**src/source/genesis_pkg.sv**
```systemverilog
/*
 * genesis core shared definitions
 * bridge and load stream types, settings address map, cartridge header
 * offsets, pad key positions and the cartridge compatibility tables
 */
`default_nettype none

package genesis_pkg;

	typedef logic [31:0] addr_t;      // bridge address
	typedef logic [31:0] word_t;      // bridge data
	typedef logic [24:0] load_addr_t; // byte address of the rom stream
	typedef logic [15:0] load_data_t;
	typedef logic [15:0] key_t;       // raw pad bitmap from the host
	typedef logic [11:0] joy_t;       // console pad layout
	typedef logic [63:0] cart_id_t;   // eight ascii bytes
	typedef logic [1:0]  region_t;    // 0 japan, 1 usa, 2 europe

	typedef enum logic [3:0] {
		quirk_none,
		quirk_sram,
		quirk_sram00,
		quirk_eeprom,
		quirk_noram,
		quirk_fifo,
		quirk_pier,
		quirk_svp,
		quirk_fmbusy,
		quirk_schan
	} quirk_e;

	//////////////////////////////////////////////////
	// settings address map
	localparam addr_t addr_audio_filter  = 32'h00F0_0000;
	localparam addr_t addr_fm_chip       = 32'h00A0_0000;
	localparam addr_t addr_cpu_turbo     = 32'h00C0_0000;
	localparam addr_t addr_multitap      = 32'h0000_0000;
	localparam addr_t addr_ar_correction = 32'h0000_0010;
	localparam addr_t addr_composite     = 32'h0000_0020;
	localparam addr_t addr_obj_limit_high = 32'h0000_0030;
	localparam addr_t addr_fm_enable     = 32'h0000_0040;
	localparam addr_t addr_psg_enable    = 32'h0000_0050;
	localparam addr_t addr_hifi_pcm      = 32'h0000_0060;
	localparam addr_t addr_region        = 32'h00E0_0000; // read only

	//////////////////////////////////////////////////
	// cartridge header offsets
	localparam load_addr_t hdr_id_0     = 25'h182;
	localparam load_addr_t hdr_id_1     = 25'h184;
	localparam load_addr_t hdr_id_2     = 25'h186;
	localparam load_addr_t hdr_id_3     = 25'h188;
	localparam load_addr_t hdr_id_4     = 25'h18A;
	localparam load_addr_t hdr_id_5     = 25'h18C; // product code complete here
	localparam load_addr_t hdr_region_0 = 25'h1F0;
	localparam load_addr_t hdr_region_1 = 25'h1F2;
	localparam load_addr_t hdr_end      = 25'h200;

	localparam int sync_stages = 3;

	// host key bit per console button
	localparam int pad_up    = 0;
	localparam int pad_down  = 1;
	localparam int pad_left  = 2;
	localparam int pad_right = 3;
	localparam int pad_b     = 4;
	localparam int pad_c     = 5;
	localparam int pad_y     = 6;
	localparam int pad_a     = 7;
	localparam int pad_x     = 8;
	localparam int pad_z     = 9;
	localparam int pad_mode  = 14;
	localparam int pad_start = 15;

	//////////////////////////////////////////////////
	// compatibility tables
	localparam int quirk_count = 25;
	localparam int gun_count   = 5;

	localparam cart_id_t quirk_ids [quirk_count] = '{
		"T-081276", "T-81406 ", "T-081586", "T-81576 ", "T-81476 ",
		"MK-1215 ", "G-4060  ", "00001211", "MK-1228 ", "G-5538  ",
		"00004076", "T-12046 ", "T-12053 ", "G-4524  ", "T-113016",
		"T-89016 ", "T-574023", "T-574013", "MK-1229 ", "G-7001  ",
		"T-35036 ", "T-25073 ", "MK-1137-", "T-68???-", " GM 0000"
	};

	localparam quirk_e quirk_kinds [quirk_count] = '{
		quirk_sram,   quirk_sram,   quirk_sram,   quirk_sram,   quirk_sram,
		quirk_eeprom, quirk_eeprom, quirk_eeprom, quirk_eeprom, quirk_eeprom,
		quirk_eeprom, quirk_eeprom, quirk_eeprom, quirk_eeprom, quirk_noram,
		quirk_fifo,   quirk_pier,   quirk_pier,   quirk_svp,    quirk_svp,
		quirk_fmbusy, quirk_fmbusy, quirk_fmbusy, quirk_schan,  quirk_sram00
	};

	// light gun titles, type 1 is the two-button gun
	localparam cart_id_t gun_ids [gun_count] = '{
		"MK-1533 ", "T-95096-", "T-95136-", "MK-1658 ", "T-081156"
	};
	localparam logic gun_types [gun_count] = '{1'b0, 1'b1, 1'b1, 1'b0, 1'b0};
	localparam logic [7:0] gun_delays [gun_count] = '{8'd100, 8'd52, 8'd30, 8'd120, 8'd126};
	localparam logic [7:0] gun_delay_default = 8'd44;

endpackage

`default_nettype wire

```
**src/source/core_settings.sv**
```systemverilog
/*
 * core settings bank
 * host writes single-bit and two-bit options over the bridge,
 * reads return the detected region
 */
`default_nettype none

module core_settings import genesis_pkg::*; (
	input  wire         clk_sys,
	input  wire         rst_n,
	input  wire addr_t  bridge_addr,
	input  wire         bridge_wr,
	input  wire word_t  bridge_wr_data,
	input  wire region_t region_req,
	output word_t       bridge_rd_data,
	output logic [1:0]  cpu_turbo,
	output logic        multitap_en,
	output logic        ar_correction,
	output logic        composite_en,
	output logic        obj_limit_high,
	output logic        fm_enable,
	output logic        psg_enable,
	output logic        hifi_pcm,
	output logic [1:0]  audio_filter,
	output logic        fm_chip
);

	always_ff @(posedge clk_sys) begin
		if (!rst_n) begin
			cpu_turbo      <= 2'd0;
			multitap_en    <= 1'b0;
			ar_correction  <= 1'b0;
			composite_en   <= 1'b0;
			obj_limit_high <= 1'b1; // full sprite count by default
			fm_enable      <= 1'b1;
			psg_enable     <= 1'b1;
			hifi_pcm       <= 1'b1;
			audio_filter   <= 2'd0;
			fm_chip        <= 1'b0;
		end else if (bridge_wr) begin
			case (bridge_addr) // exact match only
				addr_audio_filter:   audio_filter   <= bridge_wr_data[1:0];
				addr_fm_chip:        fm_chip        <= bridge_wr_data[0];
				addr_cpu_turbo:      cpu_turbo      <= bridge_wr_data[1:0];
				addr_multitap:       multitap_en    <= bridge_wr_data[0];
				addr_ar_correction:  ar_correction  <= bridge_wr_data[0];
				addr_composite:      composite_en   <= bridge_wr_data[0];
				addr_obj_limit_high: obj_limit_high <= bridge_wr_data[0];
				addr_fm_enable:      fm_enable      <= bridge_wr_data[0];
				addr_psg_enable:     psg_enable     <= bridge_wr_data[0];
				addr_hifi_pcm:       hifi_pcm       <= bridge_wr_data[0];
				default: ;
			endcase
		end
	end

	// read mux, same cycle
	always_comb begin
		if (bridge_addr == addr_region)
			bridge_rd_data = {30'd0, region_req};
		else
			bridge_rd_data = '0;
	end

	a_wr_known: assert property (@(posedge clk_sys) disable iff (!rst_n)
		!$isunknown(bridge_wr));

endmodule

`default_nettype wire

```
**src/source/header_scanner.sv**
```systemverilog
/*
 * cartridge header scanner
 * watches the rom stream, captures the product code, decodes the region
 * and holds the console in reset from header end until the load finishes
 */
`default_nettype none

module header_scanner import genesis_pkg::*; (
	input  wire             clk_sys,
	input  wire             rst_n,
	input  wire             load_active,
	input  wire             load_wr,
	input  wire load_addr_t load_addr,
	input  wire load_data_t load_data,
	output region_t         region_req,
	output logic            region_hold,
	output load_addr_t      rom_size,
	output cart_id_t        cart_id,
	output logic            id_start,
	output logic            id_done
);

	logic       active_q, load_rise, load_fall, wr_en;
	logic       fall_q;
	logic       header_ready, ready_q;
	logic       hdr_j, hdr_u, hdr_e;
	logic [2:0] flags_next; // {e, u, j}
	logic [3:0] hrgn;
	load_addr_t last_addr;

	assign load_rise = load_active & ~active_q;
	assign load_fall = ~load_active & active_q;
	assign wr_en     = load_wr & load_active;
	assign hrgn      = load_data[3:0] - 4'd7; // 'A'..'F' to 10..15

	function automatic logic [2:0] mark_letter(input logic [7:0] c, input logic [2:0] f);
		logic [2:0] r;
		r = f;
		if (c == "J")
			r[0] = 1'b1;
		else if (c == "U")
			r[1] = 1'b1;
		else if (c == "E")
			r[2] = 1'b1;
		return r;
	endfunction

	//////////////////////////////////////////////////
	// region byte decode
	always_comb begin
		flags_next = {hdr_e, hdr_u, hdr_j};
		if (load_addr == hdr_region_0) begin
			if (load_data[7:0] == "J" || load_data[7:0] == "U" || load_data[7:0] == "E")
				flags_next = mark_letter(load_data[7:0], flags_next);
			else if (load_data[7:0] >= "0" && load_data[7:0] <= "9")
				flags_next = {load_data[3], load_data[2], load_data[0]}; // hex bitmask form
			else if (load_data[7:0] >= "A" && load_data[7:0] <= "F")
				flags_next = {hrgn[3], hrgn[2], hrgn[0]};
			flags_next = mark_letter(load_data[15:8], flags_next);
		end else if (load_addr == hdr_region_1) begin
			flags_next = mark_letter(load_data[7:0], flags_next);
		end
	end

	always_ff @(posedge clk_sys) begin
		if (!rst_n)
			{hdr_e, hdr_u, hdr_j} <= 3'b000;
		else if (load_rise)
			{hdr_e, hdr_u, hdr_j} <= 3'b000; // new image
		else if (wr_en)
			{hdr_e, hdr_u, hdr_j} <= flags_next;
	end

	//////////////////////////////////////////////////
	// load control and region request
	always_ff @(posedge clk_sys) begin
		if (!rst_n) begin
			active_q     <= 1'b0;
			fall_q       <= 1'b0;
			header_ready <= 1'b0;
			ready_q      <= 1'b0;
			region_req   <= 2'd1;
			region_hold  <= 1'b0;
			rom_size     <= '0;
			id_start     <= 1'b0;
			id_done      <= 1'b0;
		end else begin
			active_q <= load_active;
			fall_q   <= load_fall;
			ready_q  <= header_ready;
			id_start <= load_rise;
			id_done  <= wr_en && (load_addr == hdr_id_5);

			if (load_fall)
				header_ready <= 1'b0;
			else if (wr_en && load_addr == hdr_end)
				header_ready <= 1'b1;

			if (header_ready && !ready_q) begin
				region_hold <= 1'b1;
				if (hdr_u)      region_req <= 2'd1; // usa wins
				else if (hdr_e) region_req <= 2'd2;
				else if (hdr_j) region_req <= 2'd0;
				else            region_req <= 2'd1;
			end
			if (load_fall)
				region_hold <= 1'b0;

			if (fall_q)
				rom_size <= last_addr + 25'd2; // last word plus its width
		end
	end

	// product code bytes, swapped to string order
	always_ff @(posedge clk_sys) begin
		if (wr_en) begin
			last_addr <= load_addr;
			case (load_addr)
				hdr_id_0: cart_id[63:56] <= load_data[15:8];
				hdr_id_1: cart_id[55:40] <= {load_data[7:0], load_data[15:8]};
				hdr_id_2: cart_id[39:24] <= {load_data[7:0], load_data[15:8]};
				hdr_id_3: cart_id[23:8]  <= {load_data[7:0], load_data[15:8]};
				hdr_id_4: cart_id[7:0]   <= load_data[7:0];
				default: ;
			endcase
		end
	end

	a_region_legal: assert property (@(posedge clk_sys) disable iff (!rst_n)
		region_req != 2'd3);

endmodule

`default_nettype wire

```
**src/source/quirk_table.sv**
```systemverilog
/*
 * compatibility lookup
 * matches the product code against the quirk and light gun tables
 */
`default_nettype none

module quirk_table import genesis_pkg::*; (
	input  wire           clk_sys,
	input  wire           rst_n,
	input  wire cart_id_t cart_id,
	input  wire           id_start,
	input  wire           id_done,
	output logic          sram_quirk,
	output logic          sram00_quirk,
	output logic          eeprom_quirk,
	output logic          noram_quirk,
	output logic          fifo_quirk,
	output logic          pier_quirk,
	output logic          svp_quirk,
	output logic          fmbusy_quirk,
	output logic          schan_quirk,
	output logic          gun_type,
	output logic [7:0]    gun_sensor_delay
);

	quirk_e     hit;
	logic [8:0] flag_next, flag_q; // bit n is quirk kind n+1
	logic       gun_type_next;
	logic [7:0] gun_delay_next;

	// first table match wins
	always_comb begin
		hit = quirk_none;
		for (int i = 0; i < quirk_count; i++) begin
			if (hit == quirk_none && cart_id == quirk_ids[i])
				hit = quirk_kinds[i];
		end
		for (int k = 1; k <= 9; k++)
			flag_next[k-1] = (hit == quirk_e'(k));
	end

	always_comb begin
		gun_type_next  = 1'b0;
		gun_delay_next = gun_delay_default; // no gun title
		for (int i = 0; i < gun_count; i++) begin
			if (cart_id == gun_ids[i]) begin
				gun_type_next  = gun_types[i];
				gun_delay_next = gun_delays[i];
			end
		end
	end

	always_ff @(posedge clk_sys) begin
		if (!rst_n) begin
			flag_q           <= '0;
			gun_type         <= 1'b0;
			gun_sensor_delay <= gun_delay_default;
		end else if (id_start) begin
			flag_q <= '0; // download started
		end else if (id_done) begin
			flag_q           <= flag_next;
			gun_type         <= gun_type_next;
			gun_sensor_delay <= gun_delay_next;
		end
	end

	assign sram_quirk   = flag_q[0];
	assign sram00_quirk = flag_q[1];
	assign eeprom_quirk = flag_q[2];
	assign noram_quirk  = flag_q[3];
	assign fifo_quirk   = flag_q[4];
	assign pier_quirk   = flag_q[5];
	assign svp_quirk    = flag_q[6];
	assign fmbusy_quirk = flag_q[7];
	assign schan_quirk  = flag_q[8];

	a_one_quirk: assert property (@(posedge clk_sys) disable iff (!rst_n)
		$onehot0({sram_quirk, sram00_quirk, eeprom_quirk, noram_quirk, fifo_quirk,
			pier_quirk, svp_quirk, fmbusy_quirk, schan_quirk}));

endmodule

`default_nettype wire

```
**src/source/pad_input.sv**
```systemverilog
/*
 * pad front end
 * synchronizes the four host pads and the menu flag, then remaps keys
 */
`default_nettype none

module pad_input import genesis_pkg::*; (
	input  wire       clk_sys,
	input  wire       rst_n,
	input  wire key_t cont1_key,
	input  wire key_t cont2_key,
	input  wire key_t cont3_key,
	input  wire key_t cont4_key,
	input  wire       in_menu,
	output joy_t      joy_0,
	output joy_t      joy_1,
	output joy_t      joy_2,
	output joy_t      joy_3,
	output logic      pause
);

	key_t                   key_in [4];
	key_t                   key_sync [4][sync_stages];
	logic [sync_stages-1:0] menu_sync;

	// console order, bit 11 first
	function automatic joy_t remap(input key_t k);
		return {k[pad_z], k[pad_y], k[pad_x], k[pad_mode], k[pad_start], k[pad_b],
			k[pad_c], k[pad_a], k[pad_up], k[pad_down], k[pad_left], k[pad_right]};
	endfunction

	assign key_in[0] = cont1_key;
	assign key_in[1] = cont2_key;
	assign key_in[2] = cont3_key;
	assign key_in[3] = cont4_key;

	always_ff @(posedge clk_sys) begin
		if (!rst_n) begin
			for (int p = 0; p < 4; p++)
				for (int s = 0; s < sync_stages; s++)
					key_sync[p][s] <= '0;
			menu_sync <= '0;
		end else begin
			for (int p = 0; p < 4; p++) begin
				key_sync[p][0] <= key_in[p];
				for (int s = 1; s < sync_stages; s++)
					key_sync[p][s] <= key_sync[p][s-1];
			end
			menu_sync <= {menu_sync[sync_stages-2:0], in_menu};
		end
	end

	assign joy_0 = remap(key_sync[0][sync_stages-1]);
	assign joy_1 = remap(key_sync[1][sync_stages-1]);
	assign joy_2 = remap(key_sync[2][sync_stages-1]);
	assign joy_3 = remap(key_sync[3][sync_stages-1]);
	assign pause = menu_sync[sync_stages-1];

endmodule

`default_nettype wire

```
**src/source/genesis_core_top.sv**
```systemverilog
/*
 * genesis core user-side control
 * settings bank, header scanner, quirk lookup and pad front end
 */
`default_nettype none

module genesis_core_top import genesis_pkg::*; (
	input  wire             clk_sys,
	input  wire             rst_n,
	// bridge
	input  wire addr_t      bridge_addr,
	input  wire             bridge_wr,
	input  wire word_t      bridge_wr_data,
	output word_t           bridge_rd_data,
	// rom stream
	input  wire             load_active,
	input  wire             load_wr,
	input  wire load_addr_t load_addr,
	input  wire load_data_t load_data,
	// pads
	input  wire key_t       cont1_key,
	input  wire key_t       cont2_key,
	input  wire key_t       cont3_key,
	input  wire key_t       cont4_key,
	input  wire             in_menu,
	output joy_t            joy_0,
	output joy_t            joy_1,
	output joy_t            joy_2,
	output joy_t            joy_3,
	output logic            pause,
	// settings
	output logic [1:0]      cpu_turbo,
	output logic            multitap_en,
	output logic            ar_correction,
	output logic            composite_en,
	output logic            obj_limit_high,
	output logic            fm_enable,
	output logic            psg_enable,
	output logic            hifi_pcm,
	output logic [1:0]      audio_filter,
	output logic            fm_chip,
	// cartridge
	output region_t         region_req,
	output logic            region_hold, // console reset level
	output load_addr_t      rom_size,
	output logic            sram_quirk,
	output logic            sram00_quirk,
	output logic            eeprom_quirk,
	output logic            noram_quirk,
	output logic            fifo_quirk,
	output logic            pier_quirk,
	output logic            svp_quirk,
	output logic            fmbusy_quirk,
	output logic            schan_quirk,
	output logic            gun_type,
	output logic [7:0]      gun_sensor_delay
);

	cart_id_t cart_id;
	logic     id_start, id_done;

	core_settings settings0 (
		.clk_sys, .rst_n, .bridge_addr, .bridge_wr, .bridge_wr_data, .region_req,
		.bridge_rd_data, .cpu_turbo, .multitap_en, .ar_correction, .composite_en,
		.obj_limit_high, .fm_enable, .psg_enable, .hifi_pcm, .audio_filter, .fm_chip
	);

	header_scanner scanner0 (
		.clk_sys, .rst_n, .load_active, .load_wr, .load_addr, .load_data,
		.region_req, .region_hold, .rom_size, .cart_id, .id_start, .id_done
	);

	quirk_table quirks0 (
		.clk_sys, .rst_n, .cart_id, .id_start, .id_done,
		.sram_quirk, .sram00_quirk, .eeprom_quirk, .noram_quirk, .fifo_quirk,
		.pier_quirk, .svp_quirk, .fmbusy_quirk, .schan_quirk,
		.gun_type, .gun_sensor_delay
	);

	pad_input pads0 (
		.clk_sys, .rst_n, .cont1_key, .cont2_key, .cont3_key, .cont4_key, .in_menu,
		.joy_0, .joy_1, .joy_2, .joy_3, .pause
	);

endmodule

`default_nettype wire

```
**config.mk**
```make
export PLATFORM = sky130hd
export DESIGN_NAME = genesis_core_top
export DESIGN_NICKNAME = d
export VERILOG_FILES = /design/src/source/genesis_pkg.sv /design/src/source/core_settings.sv /design/src/source/header_scanner.sv /design/src/source/quirk_table.sv /design/src/source/pad_input.sv /design/src/source/genesis_core_top.sv
export SDC_FILE = /design/constraint.sdc
export NUM_CORES = 1
export LEC_CHECK = 0
export ABC_AREA = 1
export BUFFER_PORTS_ARGS = -buffer_cell sky130_fd_sc_hd__buf_2
export CAP_MARGIN = 10
export CORE_MARGIN = 1.5
export CORE_UTILIZATION = 54
export DETAILED_ROUTE_END_ITERATION = 8
export PLACE_DENSITY_LB_ADDON = 0.12
export SLEW_MARGIN = 20
export SYNTH_ARGS = -nofsm -noshare
export SYNTH_HDL_FRONTEND = slang
export SYNTH_SLANG_ARGS = --single-unit
```
**constraint.sdc**
```tcl
create_clock -name clk_sys -period 3.7 [get_ports clk_sys]
set_input_delay 0.555 -clock clk_sys [delete_from_list [all_inputs] [get_ports clk_sys]]
set_output_delay 0.555 -clock clk_sys [all_outputs]
set_load 0.02 [all_outputs]
```
; ---- Word level (Yosys, flattened, before mapping)
; Memories as Yosys holds them, arrays and structs flattened.
; Cells that the tools add are included.
[classes]
add_sub_neg = 2
n_lt_le_gt_ge = 4
eq_ne = 65
n_mux = 67
n_bitwise = 19
reduce_logical = 79
[op_table]
columns = op, n
row1 = equality test 64 x 63 -> 1 bit (second input constant), 27
row2 = equality test 25 x 9 -> 1 bit (second input constant), 8
row3 = equality test 64 x 62 -> 1 bit (second input constant), 3
row4 = two-way mux 16 bit, 12
row5 = equality test 32 x 24 -> 1 bit (second input constant), 4
row6 = equality test 32 x 7 -> 1 bit (second input constant), 3
row7 = zero test 4 bit, 24
row8 = two-way mux 4 bit, 24
row9 = equality test 32 x 6 -> 1 bit (second input constant), 2
row10 = equality test 8 x 7 -> 1 bit (second input constant), 6
row11 = two-way mux 7 bit, 5
row12 = AND reduction 2 bit, 17
row13 = equality test 32 x 5 -> 1 bit (second input constant), 1
row14 = zero test 32 bit, 1
row15 = logical AND 1 bit, 29
row16 = adder 25 x 2 -> 25 bit (second input constant), 1
row17 = equality test 25 x 10 -> 1 bit (second input constant), 1
row18 = equality test 4 x 3 -> 1 bit (second input constant), 4
row19 = two-way mux 1 bit, 16
row20 = two-way mux 3 bit, 5
row21 = OR 1 bit, 12
row22 = two-way mux 2 bit, 5
row23 = equality test 4 x 2 -> 1 bit (second input constant), 2
row24 = equality test 4 bit (second input constant), 2
row25 = other kinds (14), 22
[totals]
reg_bits = 159
ram_bits = 192
elab_cells = 269
mem_count = 1
[memory_table]
columns = memory, words, width, rd, rd_ports_with_merged_regs, wr, line_no
row1 = pads0.key_sync, 4, 48, 4, 0, 4, pad_input.sv:23  ; key_t key_sync [4][sync_stages];

; ---- Depth between registers and ports, before layout
[depth]
depth_word = 75
mapped_depth = 17

; ---- Modules after synthesis
; A second synthesis with hierarchy kept.
[unflattened]
hier_cells = 1746
area_unflattened_um2 = 13624.3
[modules_own_cells]
columns = module, n_inst, cells_each, area_each_um2, seq_area_each_um2
row1 = header_scanner, 1, 518, 5212.5, 3413.3
row2 = pad_input, 1, 505, 4561.9, 2942.8
row3 = quirk_table, 1, 547, 2783.9, 320.3
row4 = core_settings, 1, 176, 1066.0, 240.2

; ---- Worst setup path after synthesis
; Ideal clock, no wire load.
[synth_path]
path_type = input-to-reg
from = input load_addr[11]
to = register scanner0.cart_id[40] (enable)
arrival_ps = 2576
path_slack_ps = 715
cell_stages = 7
n_path_buf = 0
cell_sequence = nor2_1 inv_1 nor3_1 nand3_1 nor4_1 nand3_1 nor3_1
[synth_between]
elab_chain_len = 2
[synth_lines]
columns = element, line_no
row1 = from (decl), genesis_core_top.sv:18  ; input wire load_addr_t load_addr,
row2 = equality test 25 x 9 -> 1 bit, header_scanner.sv:118  ; case (load_addr)
row3 = AND reduction 2 bit (no line), -
row4 = to (signal assigned), header_scanner.sv:120  ; hdr_id_1: cart_id[55:40] <= {load_data[7:0], load_data[15:8]};
row5 = to (decl), header_scanner.sv:18  ; output cart_id_t cart_id,
; Every way passes these cells.
; A chain may end at the register's enable or synchronous reset.

; ---- Final worst setup path
[layout_path]
from = input bridge_addr[11]
to = output bridge_rd_data[0]
[layout_between]
elab_chain_len = 2
[layout_lines]
columns = element, line_no
row1 = from (decl), genesis_core_top.sv:11  ; input wire addr_t bridge_addr,
row2 = equality test 32 x 24 -> 1 bit, core_settings.sv:59  ; if (bridge_addr == addr_region)
row3 = two-way mux 2 bit, core_settings.sv:59
row4 = to (decl), genesis_core_top.sv:14  ; output word_t bridge_rd_data,
; Every way passes these cells.

==> metrics.md <==
| Metric | Value |
|---|---|
| Outcome | finished, final reports clean |
| Final setup viols | 0 |
| Htree depth | 1 |
| Crit path max fanout | 4 |
| Vias in the first global route | 10,123 |
| Synth Flop Type | dfxtp_1 |
| Max Cap Violations | 0 |
| Critical path arrival | 1.89 ns |
| NetSw | 1550 uW |
| Distinct cells, synth | 51 |
| Clock power frac | 44.6% |
| Initial Util | 54.7% |
| Buf+Inv Stages, Crit Path | 4 |
| Worst path top cell family by delay | simple AND/OR/NAND/NOR gates |
| Final Util | 63.4% |
| Total global-route track usage | 24.9% |
| WS Path Type | in -> out |
| Seq/Total Area, Yosys | 52.1% |
| Vias per cell | 4.85 |
| HP Class | in -> reg |
| Commonest non-fill, non-tap cell in the layout | nand2_1 |
| DRC errors left | 0 |
| Lkg Pwr | 0.00788 uW |
| PnR worst setup slack | 1.26 ns |
| Placed Instances | 2,153 |
| Die height | 160 um |
| Final Cycle Share | 66.0% |
| Setup bufs post-CTS | 0 |
| Combinational power share | 5.2% |
| Root buf cell | clkbuf_16 |
| Power Total | 7030 uW |
| Syn Area/Cell | 7.98 um2 |
| Fraction of layout cells with a size suffix above 1 | 19.1% |
| Synth warn | 0 |
| Number of flops mapped to enable cells by yosys | 89 |
| Initial antenna violation count | 1 |
| Setup Skew | 0.00770 ns |
| First-pass DRT Iterations | 6 |
| Netlist Area Pre-Place | 13,300 um2 |
| Total core area | 24,200 um2 |
| Clk buf depth | 3 |
| Die X-Extent | 160 um |
| Nets | 2,038 |
| FMAX | 409 MHz |
| Setup TNS | 0 ns |
| HPWL after DPL | 24.9 mm |
| WP data required | 3.14 ns |
| Post-cts resize count | 0 |
| Switching Share | 22.1% |
| Slowest-stage cell, CP | nor3_1 |
| Pin count of the biggest net entering global routing | 90 |
| I/O Buffers | 235 |
| Top-Level Pins | 314 |
| Final min period | 2.44 ns |
| Avg WL per Cell | 14.6 um |
| Post-DRT Antenna Nets | 0 |
| Relative slew slack | 47.0% |
| Non-Filler Instances | 2,211 |
| Peak VDD IR | 0.367 mV |
| DRT Wirelength | 32.2 mm |
| Actual slew at the worst max-slew pin | 0.795 ns |
| Power Internal | 5480 uW |
| First-pass GRT wire length | 50.5 mm |
| RSZ-0062 raised after global routing | false |
| CP endpoint kind | primary output |
| Synth Instances | 1,664 |
| CTS clk-pin slew, worst paths | 0.06 ns |
| RD Place Congestion | 0.972 |
| Sequential Power Share | 50.2% |
| Clk sinks | 301 |
| CTS tree | built |
| Peak per-stage delay on the critical path | 0.19 ns |
| Die area | 25,500 um2 |
| Commonest cells after routing, fill and taps aside | 353 x nand2_1, 308 x inv_1, 234 x buf_2, 215 x nor2_1, 212 x dfxtp_1 |
| Ys async rst share | 0% |
| Detailed Route Iter0 Violations | 692 |
| Yosys reg bits | 301 |
| Final hold violation count | 0 |
| Slew Viols, Final | 0 |
| Critical-path cell list | buf_2 -> nor2_1 -> nand4_1 -> inv_1 -> nand3_1 -> nor3_1 -> nand2_1 -> inv_1 -> nand4_1 -> nor2_1 -> buf_2 |
| Total gr overflow | 0 |
| Synth-to-Final Area Change | 15.9% |
| Rows | 57 |
| CTS Buf Count | 31 |
| Total number of vias | 10,715 |
| Dpl ws | 0.940 ns |
| Latest clock arrival within the worst-skew pair | 0.56 ns |
| Nature of the critical path startpoint | input pin |
| CTS Hold Bufs | 0 |
| Pwr dens | 457 nW/um2 |
## worst min-delay path: cells and delay by family
| kind | cells | cell delay, ns |
|---|---|---|
| buffers and inverters | 2 | 0.11 |
| AND/OR/NAND/NOR | 1 | 0.04 |
## logic make-up (layout without fill, tap and decap cells)
logic type | Yosys count | count (layout) | synth area share, %
adder cells (fa/ha/maj) | 1 | 1 | 0.0943
flip-flops | 301 | 301 | 52.1
XOR/XNOR | 20 | 20 | 1.32
AO/OA/AOI/OAI | 90 | 90 | 3.91
other | 1 | 33 | 0.0283
buffers and inverters | 433 | 624 | 14.7
AND/OR/NAND/NOR | 818 | 818 | 27.8
## cell usage after synthesis, drive strengths merged (2+ instances only)
master  instances  area share [%]
a211oi          8            0.45
a21oi          29             1.2
a31oi           2           0.094
buf            86             4.8
clkbuf         24            0.68
clkinv          3           0.085
dfxtp         212              32
edfxtp         89              20
inv           320             9.1
nand2         361              10
nand3          80             3.1
nand4          45             2.2
nor2          237             7.5
nor3           65             3.0
nor3b           2            0.15
nor4           25             1.3
o211ai          3            0.17
o21ai          39             1.5
o221ai          2            0.13
xnor2           8            0.53
xor2           12            0.79
## final cells by class
cell class	count	area (um2)
antenna	1	2.50
clock buffer	45	953
clock inverter	12	111
fill	2173	8860
inverter	323	1210
multi-input combinational	961	4530
sequential	301	6920
tap	324	405
timing repair buffer	244	1250
## layer usage
layer / vias to the layer above / wire length (um) / GRT usage [%]
met5: - / 0 / 0
met2: 352 / 16200 / 46.2
met3: 78 / 1820 / 4.23
li1: 5479 / - / -
met1: 4806 / 13000 / 28.5
met4: 0 / 1170 / 9.73
## power groups by stage
stage	combinational, uW	clock, uW	sequential (uW)
6_report	365	3140	3530
5_1_grt	409	3330	3530
4_1_cts	368	3190	3530
3_5_place_dp	366	0	3600
3_3_place_gp	358	0	3600
2_1_floorplan	241	0	3600
## registers in the layout (all words and copies together), names as in the netlist, 2 cells and up
signal and count:
quirks0.flag_q 9, pads0.menu_sync 3, scanner0.last_addr 25, scanner0.region_req 2, settings0.cpu_turbo 2, scanner0.rom_size 25
pads0.key_sync 144, settings0.audio_filter 2, quirks0.gun_sensor_delay 6, scanner0.cart_id 64
## through the flow
step / hold slack (ns) / cell area (um2)
after floorplan: 0.390 / 13400
after global placement: 0.391 / 14300
after detailed placement: 0.395 / 14300
after CTS: 0.146 / 15400
after global routing: 0.158 / 15400
final: 0.167 / 15400
## worst paths after layout
kind / slack [ns] / cells past startpoint / endpoint / from
setup / recovery: 1.26 / 11 / bridge_rd_data[0] / bridge_addr[11]
hold reg to reg: 0.41 / 1 / scanner0.id_start / scanner0.active_q
hold / removal: 0.17 / 3 / pads0.key_sync[3][39] / cont4_key[7]
setup reg to reg: 1.29 / 11 / quirks0.flag_q[5] / scanner0.cart_id[27]
(Power assumes the default switching activity.)
